--- src/memSysPkg.sv ---
// Bus widths, AHB transfer-size codes and the byte-mask to size conversion
package memSysPkg;

  // Word and byte-address widths of every bus in the subsystem
  localparam int dataWidth = 32;
  localparam int addrWidth = 32;

  // AHB HSIZE encodings
  localparam logic [2:0] hSizeByte = 3'b000;
  localparam logic [2:0] hSizeHalf = 3'b001;
  localparam logic [2:0] hSizeWord = 3'b010;

  // Single lane is a byte, an aligned lane pair is a halfword, anything else a word
  function automatic logic [2:0] byteMaskToSize(input logic [dataWidth/8-1:0] byteMask);
    logic [2:0] size;
    case (byteMask)
      4'b0001, 4'b0010, 4'b0100, 4'b1000:
        size = hSizeByte;
      4'b0011, 4'b1100:
        size = hSizeHalf;
      default:
        size = hSizeWord;
    endcase
    return size;
  endfunction

endpackage

--- src/busArbiter.sv ---
`timescale 1ns/1ps
// Fixed-priority two-master bus arbiter with a grant held across bursts
module busArbiter (
  input  logic                            clk,
  input  logic                            rstN,
  input  logic                            iRequest,
  input  logic [memSysPkg::addrWidth-1:0] iAddr,
  input  logic                            dRequest,
  input  logic [memSysPkg::addrWidth-1:0] dAddr,
  input  logic                            dWrite,
  input  logic [2:0]                      dSize,
  input  logic [memSysPkg::dataWidth-1:0] dWdata,
  output logic                            iReady,
  output logic                            dReady,
  output logic                            hRequest,
  output logic [memSysPkg::addrWidth-1:0] hAddr,
  output logic                            hWrite,
  output logic [2:0]                      hSize,
  output logic [memSysPkg::dataWidth-1:0] hWdata,
  input  logic                            hReady
);

  logic grantD;
  logic held;
  logic selD;

  // Owner keeps the bus while its request stays up, otherwise data side first
  always_comb
  begin
    if (held && (grantD ? dRequest : iRequest))
      selD = grantD;
    else if (dRequest)
      selD = 1'b1;
    else if (iRequest)
      selD = 1'b0;
    else
      selD = grantD;
  end

  always_ff @(posedge clk)
  begin
    if (!rstN)
    begin
      grantD <= 1'b0;
      held   <= 1'b0;
    end
    else
    begin
      grantD <= selD;
      held   <= hRequest;
    end
  end

  assign hRequest = selD ? dRequest : iRequest;
  assign hAddr    = selD ? dAddr : iAddr;
  assign hWrite   = selD && dWrite;
  // Fetches are always full words
  assign hSize    = selD ? dSize : memSysPkg::hSizeWord;
  assign hWdata   = selD ? dWdata : '0;

  assign iReady = hReady && !selD;
  assign dReady = hReady && selD;

  grantHeld: assert property (@(posedge clk) disable iff (!rstN)
    hRequest && !hReady |=> hRequest && $stable(selD))
    else $error("busArbiter: grant moved before the owner's transfer completed");

endmodule

--- config.mk ---
export PLATFORM = sky130hd
export DESIGN_NAME = busArbiter
export DESIGN_NICKNAME = d
export VERILOG_FILES = /design/src/memSysPkg.sv /design/src/busArbiter.sv
export SDC_FILE = /design/constraint.sdc
export NUM_CORES = 1
export LEC_CHECK = 0
export BUFFER_PORTS_ARGS = -buffer_cell sky130_fd_sc_hd__buf_2
export CORE_AREA = 4 4 66 68
export CTS_BUF_LIST = sky130_fd_sc_hd__clkbuf_16
export CTS_CLUSTER_SIZE = 30
export DETAILED_ROUTE_END_ITERATION = 8
export DIE_AREA = 0 0 70 72
export HOLD_SLACK_MARGIN = 0.05
export PLACE_DENSITY = 0.85
export SETUP_SLACK_MARGIN = 0.5
export SKIP_LAST_GASP = 1
export SLEW_MARGIN = 20
export SYNTH_ARGS = -nofsm -noshare
export SYNTH_HDL_FRONTEND = slang
export SYNTH_SLANG_ARGS = --single-unit
--- constraint.sdc ---
create_clock -name clk -period 2.2 [get_ports clk]
set_input_delay 0.11 -clock clk [delete_from_list [all_inputs] [get_ports clk]]
set_output_delay 0.11 -clock clk [all_outputs]
set_load 0.1 [all_outputs]
==> tab_implementation.tex, run 1 <==
\begin{tabular}{lr}
\hline
Metric & Value \\
\hline
\multicolumn{2}{l}{\textbf{Clock network}} \\
Clock tree from TritonCTS & done \\
H-tree depth & 1 \\
Number of CTS-inserted buffers & 3 \\
CTS Root Buffer Type & clkbuf\_16 \\
Clock sink count & 2 \\
Worst-path clk slew & 0.03 ns \\
Maximum clock insertion buffer count & 2 \\
Post-CTS setup buffers & 0 \\
Clk\_lat worst skew & 0.22 ns \\
\multicolumn{2}{l}{\textbf{Worst hold path}} \\
Min-delay worst type & in -> reg \\
Hold endpoint & held\$\_SDFF\_PN0\_ \\
Hold\_sp & rstN \\
Worst hold path depth & 2 \\
\multicolumn{2}{l}{\textbf{Critical path}} \\
Worst-path fanout max & 33 \\
Cell breakdown of the critical path & nand2\_1 > a22oi\_4 > buf\_12 > mux2\_1 > buf\_4 \\
Kind of critical path & reg -> out \\
Worst reg-to-reg setup slack & 1.16 ns \\
CP bufs+invs & 2 \\
Standard cell with the maximum stage delay on the critical path & mux2\_1 \\
Worst flop-to-flop path endpoint & grantD\$\_SDFF\_PN0\_ \\
Arrival time reported for the critical path endpoint & 1.61 ns \\
Count of cells along the worst register-to-register path & 3 \\
CP Launch Type & register \\
CP top delay family & buffers and inverters \\
Critical Path Max Stage Delay & 0.35 ns \\
Critical path data required time & 2.09 ns \\
Endpoint type of the worst setup path & output port \\
Critical register-to-register path startpoint & held\$\_SDFF\_PN0\_ \\
\multicolumn{2}{l}{\textbf{Layout}} \\
Post-Layout Inst Area & 2300 um2 \\
Commonest non-fill, non-tap cells in the layout & buf\_2 (107), and2\_1 (39), clkbuf\_4 (35) \\
Ant diodes & 0 \\
Share of post-route cells with drive strength above 1 & 82.6\% \\
Non-filler instance count after layout & 308 \\
Nets & 365 \\
Fin util & 59.8\% \\
Area growth syn-to-layout & 200\% \\
Most frequent standard cell in the layout excluding fill and tap cells & buf\_2 \\
\multicolumn{2}{l}{\textbf{Yosys}} \\
Cells after synthesis & 86 \\
Cell area after synthesis & 769 um2 \\
Sequential cell area fraction in the yosys report & 5.20\% \\
Avg Cell Area, Syn & 8.95 um2 \\
Count of synthesis-stage warnings from yosys & 0 \\
Distinct cell type count after synthesis & 13 \\
Net count of the mapped netlist & 191 \\
Largest cells by area after synthesis & mux2\_2 (44\%), and2\_1 (32\%), buf\_6 (7.3\%), dfxtp\_1 (5.2\%), mux2\_1 (2.9\%) \\
Top cell type's share of synthesized area & 43.9\% \\
Number of storage elements in the synthesis netlist & 2 \\
Leading area contributor after synthesis & mux2\_2 \\
\multicolumn{2}{l}{\textbf{Floorplanning}} \\
Initial standard-cell utilization of the core & 20.0\% \\
I/O pin count & 176 \\
Num rows & 23 \\
Die area & 5040 um2 \\
Area of the core & 3860 um2 \\
Die span in x & 70 um \\
Overall die height & 72 um \\
\multicolumn{2}{l}{\textbf{Placement}} \\
Detailed Place HPWL & 3750 um \\
Number of placed instances with taps included & 305 \\
Last weighted congestion value of the routability-driven placer & 0.756 \\
Number of buffer cells added on primary ports & 175 \\
Cell Area, Placed & 2130 um2 \\
\multicolumn{2}{l}{\textbf{STA}} \\
Clock period minus worst slack & 1.72 ns \\
Final hold violation count & 0 \\
Setup violators final & 0 \\
Worst slack on hold paths & 0.109 ns \\
RSZ-0062 raised after global routing & true \\
Slew Limit Fails & 0 \\
Total Neg Setup Slack & 0 ns \\
Max-slew headroom at the worst pin & 66.4\% \\
Worst-Margin Slew & 0.507 ns \\
Max Fclk & 583 MHz \\
Post-route clock skew & 0.00242 ns \\
Tcrit/Tclk final & 78.0\% \\
\multicolumn{2}{l}{\textbf{GRT}} \\
Wire length of the first global-routing pass & 6380 um \\
Grt total ovfl & 0 \\
Number of global-route vias before repair & 1,360 \\
Pin count of the biggest net entering global routing & 39 \\
Total routing usage reported by global routing & 15.8\% \\
Initial antenna violation count & 0 \\
\multicolumn{2}{l}{\textbf{Route}} \\
Initial detailed-routing violation count & 5 \\
Via total after detailed routing & 1,295 \\
Number of nets with antenna violations after detailed routing & 0 \\
DR vias/cell & 4.20 \\
Avg WL per Cell & 14.0 um \\
Routed wire length & 4300 um \\
Length of the first detailed-routing pass in iterations & 4 \\
Number of remaining DRC errors & 0 \\
\multicolumn{2}{l}{\textbf{Pwr}} \\
Total power density per cell area & 757 nW/um2 \\
Peak ir drop on the vdd network & 0.361 mV \\
Static Leak & 1.21 nW \\
\multicolumn{2}{l}{\textbf{Outcome}} \\
Outcome & finished clean \\
\multicolumn{2}{l}{\textbf{Run}} \\
Max-capacitance violation count & 0 \\
\hline
\end{tabular}
[state kept, by name, indices dropped and copies added (netlist names)]
name    count
grantD      1
held        1
[worst reg2reg max path, cell delays in order (launching register included)]
cell	delay [ns]
dfxtp_1	0.29
nand2_1	0.10
a22o_4	0.34
and2_1	0.19
[layout make-up]
type	instances	area, um2
clock buffers	3	75.1
fillers	319	1550
multi-input cells	77	673
flip-flops and latches	2	40.0
well taps	50	62.6
repair buffers	176	1450
[synthesized netlist by cell type]
cell      instances
mux2_2           30
dfxtp_1           2
nand2b_4          1
a22oi_4           1
buf_2             1
buf_6             5
mux2_1            2
nand2b_1          1
nand2_1           1
and2_1           39
a22o_1            1
clkbuf_1          1
or2_2             1
[metal layers]
metal / vias to the layer above / track usage [%] / wire length (um)
met3: 4 / 10.2 / 766
met4: 0 / 3.40 / 42
li1: 635 / - / -
met2: 100 / 29.5 / 2280
met5: - / 0 / 0
met1: 556 / 14.3 / 1210
[kinds of logic (layout without fill, tap and decap cells)]
| kind of cell | count (synthesis) | count (layout) | synth area share [%] |
|---|---|---|---|
| compound gates | 2 | 2 | 3.90 |
| buf+inv | 7 | 179 | 8.45 |
| flops | 2 | 2 | 5.20 |
| mux | 32 | 32 | 46.8 |
| simple gates | 43 | 43 | 35.6 |
[power breakdown]
group	switching [mW]	internal, mW	total (mW)
sequential	0.00200	0.0392	0.0413
combinational	1.00	0.437	1.44
clock	0.0362	0.231	0.267
total	1.04	0.707	1.74
[worst max path at each step]
| stage | startpoint | end | slack, ns | depth (start not counted) |
|---|---|---|---|---|
| after floorplan | held$_SDFF_PN0_ | hWdata[11] | 0.52 | 5 |
| after global placement | held$_SDFF_PN0_ | hWdata[15] | 0.42 | 4 |
| after detailed placement | held$_SDFF_PN0_ | hWdata[12] | 0.31 | 4 |
| after CTS | held$_SDFF_PN0_ | hAddr[28] | 0.48 | 5 |
| after global routing | held$_SDFF_PN0_ | hAddr[28] | 0.45 | 5 |
| final | held$_SDFF_PN0_ | hAddr[28] | 0.48 | 5 |
[through the flow]
stage / setup slack, ns / total power [mW]
2_1_floorplan: 0.524 / 1.05
3_5_place_dp: 0.307 / 1.45
3_3_place_gp: 0.416 / 1.44
4_1_cts: 0.480 / 1.73
5_1_grt: 0.449 / 1.80
6_report: 0.484 / 1.74
[repair_timing]
item,in CTS,in global routing
resized for setup,4,35
pin swaps,0,0
hold buffers,0,0
endpoints found under the setup margin,39,67
hold endpoints to repair,0,0
(Power assumes the default switching activity.)
==> run 2, diff against run 1 <==
--- a/config.mk
+++ b/config.mk
@@ -6,13 +6,13 @@
 export NUM_CORES = 1
 export LEC_CHECK = 0
 export BUFFER_PORTS_ARGS = -buffer_cell sky130_fd_sc_hd__buf_2
-export CORE_AREA = 4 4 66 68
+export CORE_MARGIN = 4
+export CORE_UTILIZATION = 21
 export CTS_BUF_LIST = sky130_fd_sc_hd__clkbuf_16
 export CTS_CLUSTER_SIZE = 30
 export DETAILED_ROUTE_END_ITERATION = 8
-export DIE_AREA = 0 0 70 72
 export HOLD_SLACK_MARGIN = 0.05
-export PLACE_DENSITY = 0.85
+export PLACE_DENSITY = 0.9
 export SETUP_SLACK_MARGIN = 0.5
 export SKIP_LAST_GASP = 1
 export SLEW_MARGIN = 20
==> constraint.sdc (replaced) <==
create_clock -name clk -period 1.5 [get_ports clk]
set_input_delay 0.075 -clock clk [delete_from_list [all_inputs] [get_ports clk]]
set_output_delay 0.075 -clock clk [all_outputs]
set_load 0.1 [all_outputs]
==> run 2 against run 1 <==
Clock power is 54% higher. Sequential share of layout area is 0.45 points lower. The run now ends with negative setup slack left. Register-to-register slack worse by 0.83 ns. Highest routed layer unchanged. Count of clock-buffer cells in the layout stayed put. Combinational power is 87% higher. Critical path type unchanged. Cell area is 40% higher.
==> tab_implementation.tex, run 2 (synthesis gave the netlist of run 1 again) <==
\begin{tabular}{lr}
\hline
Metric & Value \\
\hline
\multicolumn{2}{l}{\textbf{Pwr}} \\
Sequential power share & 2.0\% (was 2.4\%) \\
Switching power as a share of total power & 53.8\% (was 59.5\%) \\
Cell Int Power & 1.46 mW (was 0.707 mW) \\
Peak ir drop on the vdd network & 0.661 mV (was 0.361 mV) \\
Psw & 1.70 mW (was 1.04 mW) \\
Total design power & 3.17 mW (was 1.74 mW) \\
Portion of total power attributed to the clock network & 13.0\% (was 15.3\%) \\
Total power density per cell area & 984 nW/um2 (was 757 nW/um2) \\
Relative contribution of combinational cells to total power & 85.0\% (was 82.3\%) \\
Static Leak & 1.68 nW (was 1.21 nW) \\
\multicolumn{2}{l}{\textbf{Route}} \\
Avg WL per Cell & 23.7 um (was 14.0 um) \\
Number of remaining DRC errors & 0 (unchanged) \\
DR vias/cell & 4.69 (was 4.20) \\
Length of the first detailed-routing pass in iterations & 4 (unchanged) \\
Via total after detailed routing & 1,487 (was 1,295) \\
Routed wire length & 7510 um (was 4300 um) \\
Number of nets with antenna violations after detailed routing & 0 (unchanged) \\
Initial detailed-routing violation count & 59 (was 5) \\
\multicolumn{2}{l}{\textbf{Clock network}} \\
Maximum clock insertion buffer count & 2 (unchanged) \\
Number of CTS-inserted buffers & 3 (unchanged) \\
Clk\_lat worst skew & 0.23 ns (was 0.22 ns) \\
H-tree depth & 1 (unchanged) \\
Clock tree from TritonCTS & done (unchanged) \\
CTS Root Buffer Type & clkbuf\_16 (unchanged) \\
Clock sink count & 2 (unchanged) \\
Worst-path clk slew & 0.03 ns (about the same) \\
\multicolumn{2}{l}{\textbf{Critical path}} \\
Arrival time reported for the critical path endpoint & 1.64 ns (was 1.61 ns) \\
Kind of critical path & reg -> out (unchanged) \\
Critical path data required time & 1.42 ns (was 2.09 ns) \\
Count of cells along the worst register-to-register path & 4 (was 3) \\
Worst-path fanout max & 6 (was 33) \\
Endpoint type of the worst setup path & output port (unchanged) \\
CP Launch Type & register (unchanged) \\
\multicolumn{2}{l}{\textbf{STA}} \\
Worst-Margin Slew & 0.495 ns (was 0.507 ns) \\
Worst slack on hold paths & 0.150 ns (was 0.109 ns) \\
Post-route clock skew & 0.00829 ns (was 0.00242 ns) \\
Tcrit/Tclk final & 115\% \\
Final hold violation count & 0 (unchanged) \\
Total Neg Setup Slack & -7.94 ns (was 0 ns) \\
RSZ-0062 raised after global routing & true (unchanged) \\
Max-slew headroom at the worst pin & 67.3\% (was 66.4\%) \\
Setup violators final & 52 (was 0) \\
Slew Limit Fails & 0 (unchanged) \\
Clock period minus worst slack & 1.72 ns \\
PnR worst setup slack & -0.219 ns (was 0.484 ns) \\
Max Fclk & 582 MHz \\
\multicolumn{2}{l}{\textbf{Floorplanning}} \\
Overall die height & 68.5 um (was 72 um) \\
Initial standard-cell utilization of the core & 22.4\% (was 20.0\%) \\
Area of the core & 3440 um2 (was 3860 um2) \\
Die area & 4700 um2 (was 5040 um2) \\
Num rows & 21 (was 23) \\
Die span in x & 68.5 um (was 70 um) \\
I/O pin count & 176 (unchanged) \\
\multicolumn{2}{l}{\textbf{GRT}} \\
Wire length of the first global-routing pass & 7820 um (was 6380 um) \\
Initial antenna violation count & 1 (was 0) \\
Total routing usage reported by global routing & 23.1\% (was 15.8\%) \\
Number of global-route vias before repair & 1,458 (was 1,360) \\
Pin count of the biggest net entering global routing & 21 (was 39) \\
Grt total ovfl & 0 (unchanged) \\
\multicolumn{2}{l}{\textbf{Outcome}} \\
Outcome & finished with violations (was finished clean) \\
Violations in the final reports & negative setup slack \\
\multicolumn{2}{l}{\textbf{Layout}} \\
Top Registers & grantD: 1 flops, held: 1 flops (unchanged) \\
Area growth syn-to-layout & 318\% (was 200\%) \\
Most frequent standard cell in the layout excluding fill and tap cells & buf\_2 (unchanged) \\
Commonest non-fill, non-tap cells in the layout & buf\_2 (105), buf\_12 (74), and2\_4 (37) (was buf\_2 (107), and2\_1 (39), clkbuf\_4 (35)) \\
Nets & 377 (was 365) \\
Share of post-route cells with drive strength above 1 & 98.9\% (was 82.6\%) \\
Non-filler instance count after layout & 317 (was 308) \\
\multicolumn{2}{l}{\textbf{Placement}} \\
Number of placed instances with taps included & 304 (was 305) \\
Detailed Place HPWL & 5090 um (was 3750 um) \\
Number of buffer cells added on primary ports & 175 (unchanged) \\
Last weighted congestion value of the routability-driven placer & 0.741 (was 0.756) \\
\multicolumn{2}{l}{\textbf{Run}} \\
Max-capacitance violation count & 0 (unchanged) \\
\multicolumn{2}{l}{\textbf{Worst hold path}} \\
Worst hold path depth & 2 (unchanged) \\
Min-delay worst type & in -> reg (unchanged) \\
\hline
\end{tabular}
==> run 2: through the flow <==
step | utilization (%) | setup WS (ns) | area, um2
detailed placement | 86.3 | 0.0795 | 2970
global placement | 86.3 | 0.108 | 2970
global route | 93.5 | -0.240 | 3220
floorplan | - | 0.203 | 998
CTS | 89.7 | -0.152 | 3090
finish | 93.5 | -0.219 | 3220
==> run 2: what timing repair did <==
item,CTS,global route
endpoints found under the setup margin,71,71
resized for setup,2,3
pin swaps,1,2
hold buffers,0,0
buffers inserted,2,2
cloned,1,4
==> run 2: critical path, cell delays in order (launching register included) <==
cell and delay, ns:
dfxtp_2 0.33, nand2_4 0.07, a22oi_4 0.19, buf_12 0.17, clkbuf_16 0.16, mux2_4 0.33, buf_12 0.17
==> run 2: final timing paths <==
path	from	end	slack [ns]
setup / recovery	held$_SDFF_PN0_	hAddr[22]	-0.22
hold / removal	rstN	held$_SDFF_PN0_	0.15
setup reg to reg	held$_SDFF_PN0_	grantD$_SDFF_PN0_	0.33
hold reg to reg	held$_SDFF_PN0_	grantD$_SDFF_PN0_	1.01
==> run 2: area by class of cell <==
| cell class | count | area [um2] |
|---|---|---|
| sequential | 2 | 41.3 |
| tap | 46 | 57.6 |
| fill | 113 | 225 |
| timing repair buffer | 188 | 2150 |
| multi-input combinational | 77 | 890 |
| clock buffer | 3 | 75.1 |
| antenna | 1 | 2.50 |
==> run 2: power by group through the flow <==
| stage | clock network, mW | logic, mW | registers (mW) |
|---|---|---|---|
| after floorplan | 0 | 1.63 | 0.0609 |
| after global routing | 0.423 | 2.74 | 0.0625 |
| after CTS | 0.405 | 2.60 | 0.0613 |
| after detailed placement | 0 | 2.57 | 0.0614 |
| final | 0.411 | 2.69 | 0.0624 |
| after global placement | 0 | 2.52 | 0.0614 |
==> run 2: routing by layer <==
metal	track usage [%]	share of wire (%)	up-vias
li1	-	-	664
met1	20.1	29	693
met2	46.2	57	114
met3	12.0	11	16
met4	3.97	2.3	0
met5	0	0	-
==> run 3, diff against run 2 <==
--- a/config.mk
+++ b/config.mk
@@ -6,15 +6,14 @@
 export NUM_CORES = 1
 export LEC_CHECK = 0
 export BUFFER_PORTS_ARGS = -buffer_cell sky130_fd_sc_hd__buf_2
-export CORE_MARGIN = 4
-export CORE_UTILIZATION = 21
-export CTS_BUF_LIST = sky130_fd_sc_hd__clkbuf_16
+export CORE_AREA = 4 4 66 68
+export CTS_BUF_LIST = sky130_fd_sc_hd__clkbuf_4 sky130_fd_sc_hd__clkbuf_8
 export CTS_CLUSTER_SIZE = 30
 export DETAILED_ROUTE_END_ITERATION = 8
+export DIE_AREA = 0 0 70 72
 export HOLD_SLACK_MARGIN = 0.05
-export PLACE_DENSITY = 0.9
+export PLACE_DENSITY = 0.85
 export SETUP_SLACK_MARGIN = 0.5
-export SKIP_LAST_GASP = 1
 export SLEW_MARGIN = 20
 export SYNTH_ARGS = -nofsm -noshare
 export SYNTH_HDL_FRONTEND = slang
==> constraint.sdc (replaced) <==
create_clock -name clk -period 1.7 [get_ports clk]
set_input_delay 0.085 -clock clk [delete_from_list [all_inputs] [get_ports clk]]
set_output_delay 0.085 -clock clk [all_outputs]
set_load 0.1 [all_outputs]
==> run 3 against run 2 <==
The run now ends clean. Via count is 8.4% lower. Clock power is 52% lower. Clock skew is 0.0035 ns lower. Register-to-register slack better by 0.46 ns. Count of clock-buffer cells in the layout stayed put. Non-clock buffer count is 6 lower. Largest cell class unchanged. Largest power group unchanged. Highest routed layer unchanged.
==> tab_implementation.tex, run 3 (synthesis gave the netlist of run 1 again) <==
\begin{tabular}{lr}
\hline
Metric & Value \\
\hline
\multicolumn{2}{l}{\textbf{GRT}} \\
Initial antenna violation count & 0 (was 1) \\
Total routing usage reported by global routing & 21.3\% (was 23.1\%) \\
Pin count of the biggest net entering global routing & 36 (was 21) \\
Number of global-route vias before repair & 1,484 (was 1,458) \\
Wire length of the first global-routing pass & 8360 um (was 7820 um) \\
Grt total ovfl & 0 (unchanged) \\
\multicolumn{2}{l}{\textbf{Layout}} \\
Post-Layout Inst Area & 3100 um2 (was 3220 um2) \\
Area growth syn-to-layout & 302\% (was 318\%) \\
Most frequent standard cell in the layout excluding fill and tap cells & buf\_2 (unchanged) \\
Commonest non-fill, non-tap cells in the layout & buf\_2 (105), buf\_12 (73), mux2\_4 (32) (was buf\_2 (105), buf\_12 (74), and2\_4 (37)) \\
Area of the multi-input gates & 872 um2 (was 890 um2) \\
Fin util & 80.3\% (was 93.5\%) \\
Share of post-route cells with drive strength above 1 & 98.9\% (about the same) \\
Nets & 371 (was 377) \\
FF+latch area & 41.3 um2 (unchanged) \\
Ant diodes & 0 (was 1) \\
Top Registers & grantD: 1 flops, held: 1 flops (unchanged) \\
Layout fillers & 230 (was 113) \\
\multicolumn{2}{l}{\textbf{Placement}} \\
Number of buffer cells added on primary ports & 175 (unchanged) \\
Last weighted congestion value of the routability-driven placer & 0.796 (was 0.741) \\
Cell Area, Placed & 2900 um2 (was 2970 um2) \\
Detailed Place HPWL & 4770 um (was 5090 um) \\
\multicolumn{2}{l}{\textbf{Pwr}} \\
Switching power as a share of total power & 56.7\% (was 53.8\%) \\
Sequential power share & 2.1\% (was 2.0\%) \\
Portion of total power attributed to the clock network & 7.7\% (was 13.0\%) \\
Psw & 1.45 mW (was 1.70 mW) \\
Cell Int Power & 1.11 mW (was 1.46 mW) \\
Peak ir drop on the vdd network & 0.666 mV (was 0.661 mV) \\
Static Leak & 1.61 nW (was 1.68 nW) \\
Relative contribution of combinational cells to total power & 90.2\% (was 85.0\%) \\
Total power density per cell area & 825 nW/um2 (was 984 nW/um2) \\
\multicolumn{2}{l}{\textbf{Critical path}} \\
Critical Path Source & held\$\_SDFF\_PN0\_ (unchanged) \\
Worst-path fanout max & 9 (was 6) \\
Arrival time reported for the critical path endpoint & 1.57 ns (was 1.64 ns) \\
Kind of critical path & reg -> out (unchanged) \\
Count of cells along the worst register-to-register path & 3 (was 4) \\
Critical path data required time & 1.62 ns (was 1.42 ns) \\
Endpoint type of the worst setup path & output port (unchanged) \\
Critical register-to-register path startpoint & held\$\_SDFF\_PN0\_ (unchanged) \\
Worst reg-to-reg setup slack & 0.79 ns (was 0.33 ns) \\
CP Launch Type & register (unchanged) \\
Worst flop-to-flop path endpoint & grantD\$\_SDFF\_PN0\_ (unchanged) \\
\multicolumn{2}{l}{\textbf{Clock network}} \\
CTS Root Buffer Type & clkbuf\_8 (was clkbuf\_16) \\
Worst-path clk slew & 0.03 ns (about the same) \\
Clk\_lat worst skew & 0.22 ns (was 0.23 ns) \\
H-tree depth & 1 (unchanged) \\
Maximum clock insertion buffer count & 2 (unchanged) \\
Total of hold buffers inserted after clock tree synthesis & 0 (unchanged) \\
Clock tree from TritonCTS & done (unchanged) \\
Clock sink count & 2 (unchanged) \\
Number of CTS-inserted buffers & 3 (unchanged) \\
\multicolumn{2}{l}{\textbf{Route}} \\
Length of the first detailed-routing pass in iterations & 5 (was 4) \\
Number of nets with antenna violations after detailed routing & 0 (unchanged) \\
Via total after detailed routing & 1,362 (was 1,487) \\
Initial detailed-routing violation count & 43 (was 59) \\
Avg WL per Cell & 18.4 um (was 23.7 um) \\
Routed wire length & 5760 um (was 7510 um) \\
DR vias/cell & 4.34 (was 4.69) \\
Number of remaining DRC errors & 0 (unchanged) \\
\multicolumn{2}{l}{\textbf{STA}} \\
Slew Limit Fails & 0 (unchanged) \\
Final hold violation count & 0 (unchanged) \\
Clock period minus worst slack & 1.65 ns \\
Max-slew headroom at the worst pin & 67.8\% (was 67.3\%) \\
Max Fclk & 605 MHz \\
Post-route clock skew & 0.00484 ns (was 0.00829 ns) \\
Worst-Margin Slew & 0.486 ns (was 0.495 ns) \\
RSZ-0062 raised after global routing & true (unchanged) \\
Tcrit/Tclk final & 97.2\% \\
Setup violators final & 0 (was 52) \\
\multicolumn{2}{l}{\textbf{Floorplanning}} \\
Die area & 5040 um2 (was 4700 um2) \\
Num rows & 23 (was 21) \\
Area of the core & 3860 um2 (was 3440 um2) \\
I/O pin count & 176 (unchanged) \\
Initial standard-cell utilization of the core & 20.0\% (was 22.4\%) \\
Overall die height & 72 um (was 68.5 um) \\
Die span in x & 70 um (was 68.5 um) \\
\multicolumn{2}{l}{\textbf{Worst hold path}} \\
Hold endpoint & grantD\$\_SDFF\_PN0\_ (was held\$\_SDFF\_PN0\_) \\
Worst hold path depth & 2 (unchanged) \\
Hold\_sp & rstN (unchanged) \\
Min-delay worst type & in -> reg (unchanged) \\
\multicolumn{2}{l}{\textbf{Outcome}} \\
Outcome & finished clean (was finished with violations) \\
\multicolumn{2}{l}{\textbf{Run}} \\
Max-capacitance violation count & 0 (unchanged) \\
\hline
\end{tabular}
## run 3: changes by cell type in the layout (fill, tap and decap cells not counted), moves of 3 or more
cell	previous run	this run
and2_2	0	9
and2_4	37	28
buf_4	4	0
clkbuf_16	6	1
clkbuf_8	0	3
## run 3: power by group through the flow
stage	clock, mW	sequential (mW)	combinational (mW)
3_5_place_dp	0	0.0539	2.22
5_1_grt	0.217	0.0537	2.35
3_3_place_gp	0	0.0539	2.18
4_1_cts	0.205	0.0533	2.30
2_1_floorplan	0	0.0538	1.42
6_report	0.197	0.0535	2.30
## run 3: area by class of cell
| class | instances | area share, % |
|---|---|---|
| Multi-Input combinational cell | 77 | 28.2 |
| Tap cell | 50 | 2.02 |
| Timing Repair Buffer | 182 | 67.1 |
| Clock buffer | 3 | 1.33 |
| Sequential cell | 2 | 1.33 |
## run 3: worst max-delay path: stages, from the launching register on
cell and delay [ns]:
dfxtp_2 0.31, nand2_2 0.07, a22oi_4 0.17, buf_12 0.15, buf_12 0.14, mux2_4 0.33
buf_12 0.17
## run 3: repair_timing
action / in CTS / in global routing
setup endpoints to repair: 70 / 70
gates resized for setup: 13 / 1
gates cloned: 2 / 1
buffers inserted: 2 / 0
pin swaps: 1 / 1
## run 3: worst max path at each step
stage,to,slack (ns),cells past startpoint
2_1_floorplan,hAddr[10],0.39,4
3_3_place_gp,hAddr[1],0.23,6
3_5_place_dp,hAddr[0],0.19,6
4_1_cts,hAddr[20],0.03,6
5_1_grt,hAddr[22],-0.002,6
6_report,hAddr[13],0.05,6
## run 3: metal layers
metal | part of all wire (%) | wire (um) | vias up | global-route usage (%)
met5 | 0 | 0 | - | 0
met4 | 3.3 | 189 | 0 | 9.57
met3 | 7.3 | 418 | 15 | 4.99
met2 | 59 | 3370 | 80 | 42.7
met1 | 31 | 1780 | 618 | 20.4
li1 | - | - | 649 | -
## run 3: per-stage QoR
step / setup slack, ns / power [mW] / cells / TNS, ns / hold slack, ns
after global routing: -0.00213 / 2.62 / 314 / -0.00226 / 0.110
final: 0.0483 / 2.55 / 314 / 0 / 0.0914
after detailed placement: 0.192 / 2.28 / 306 / 0 / 0.321
after global placement: 0.227 / 2.24 / 306 / 0 / 0.300
after CTS: 0.0278 / 2.56 / 313 / 0 / 0.0878
after floorplan: 0.393 / 1.47 / 86 / 0 / 0.207
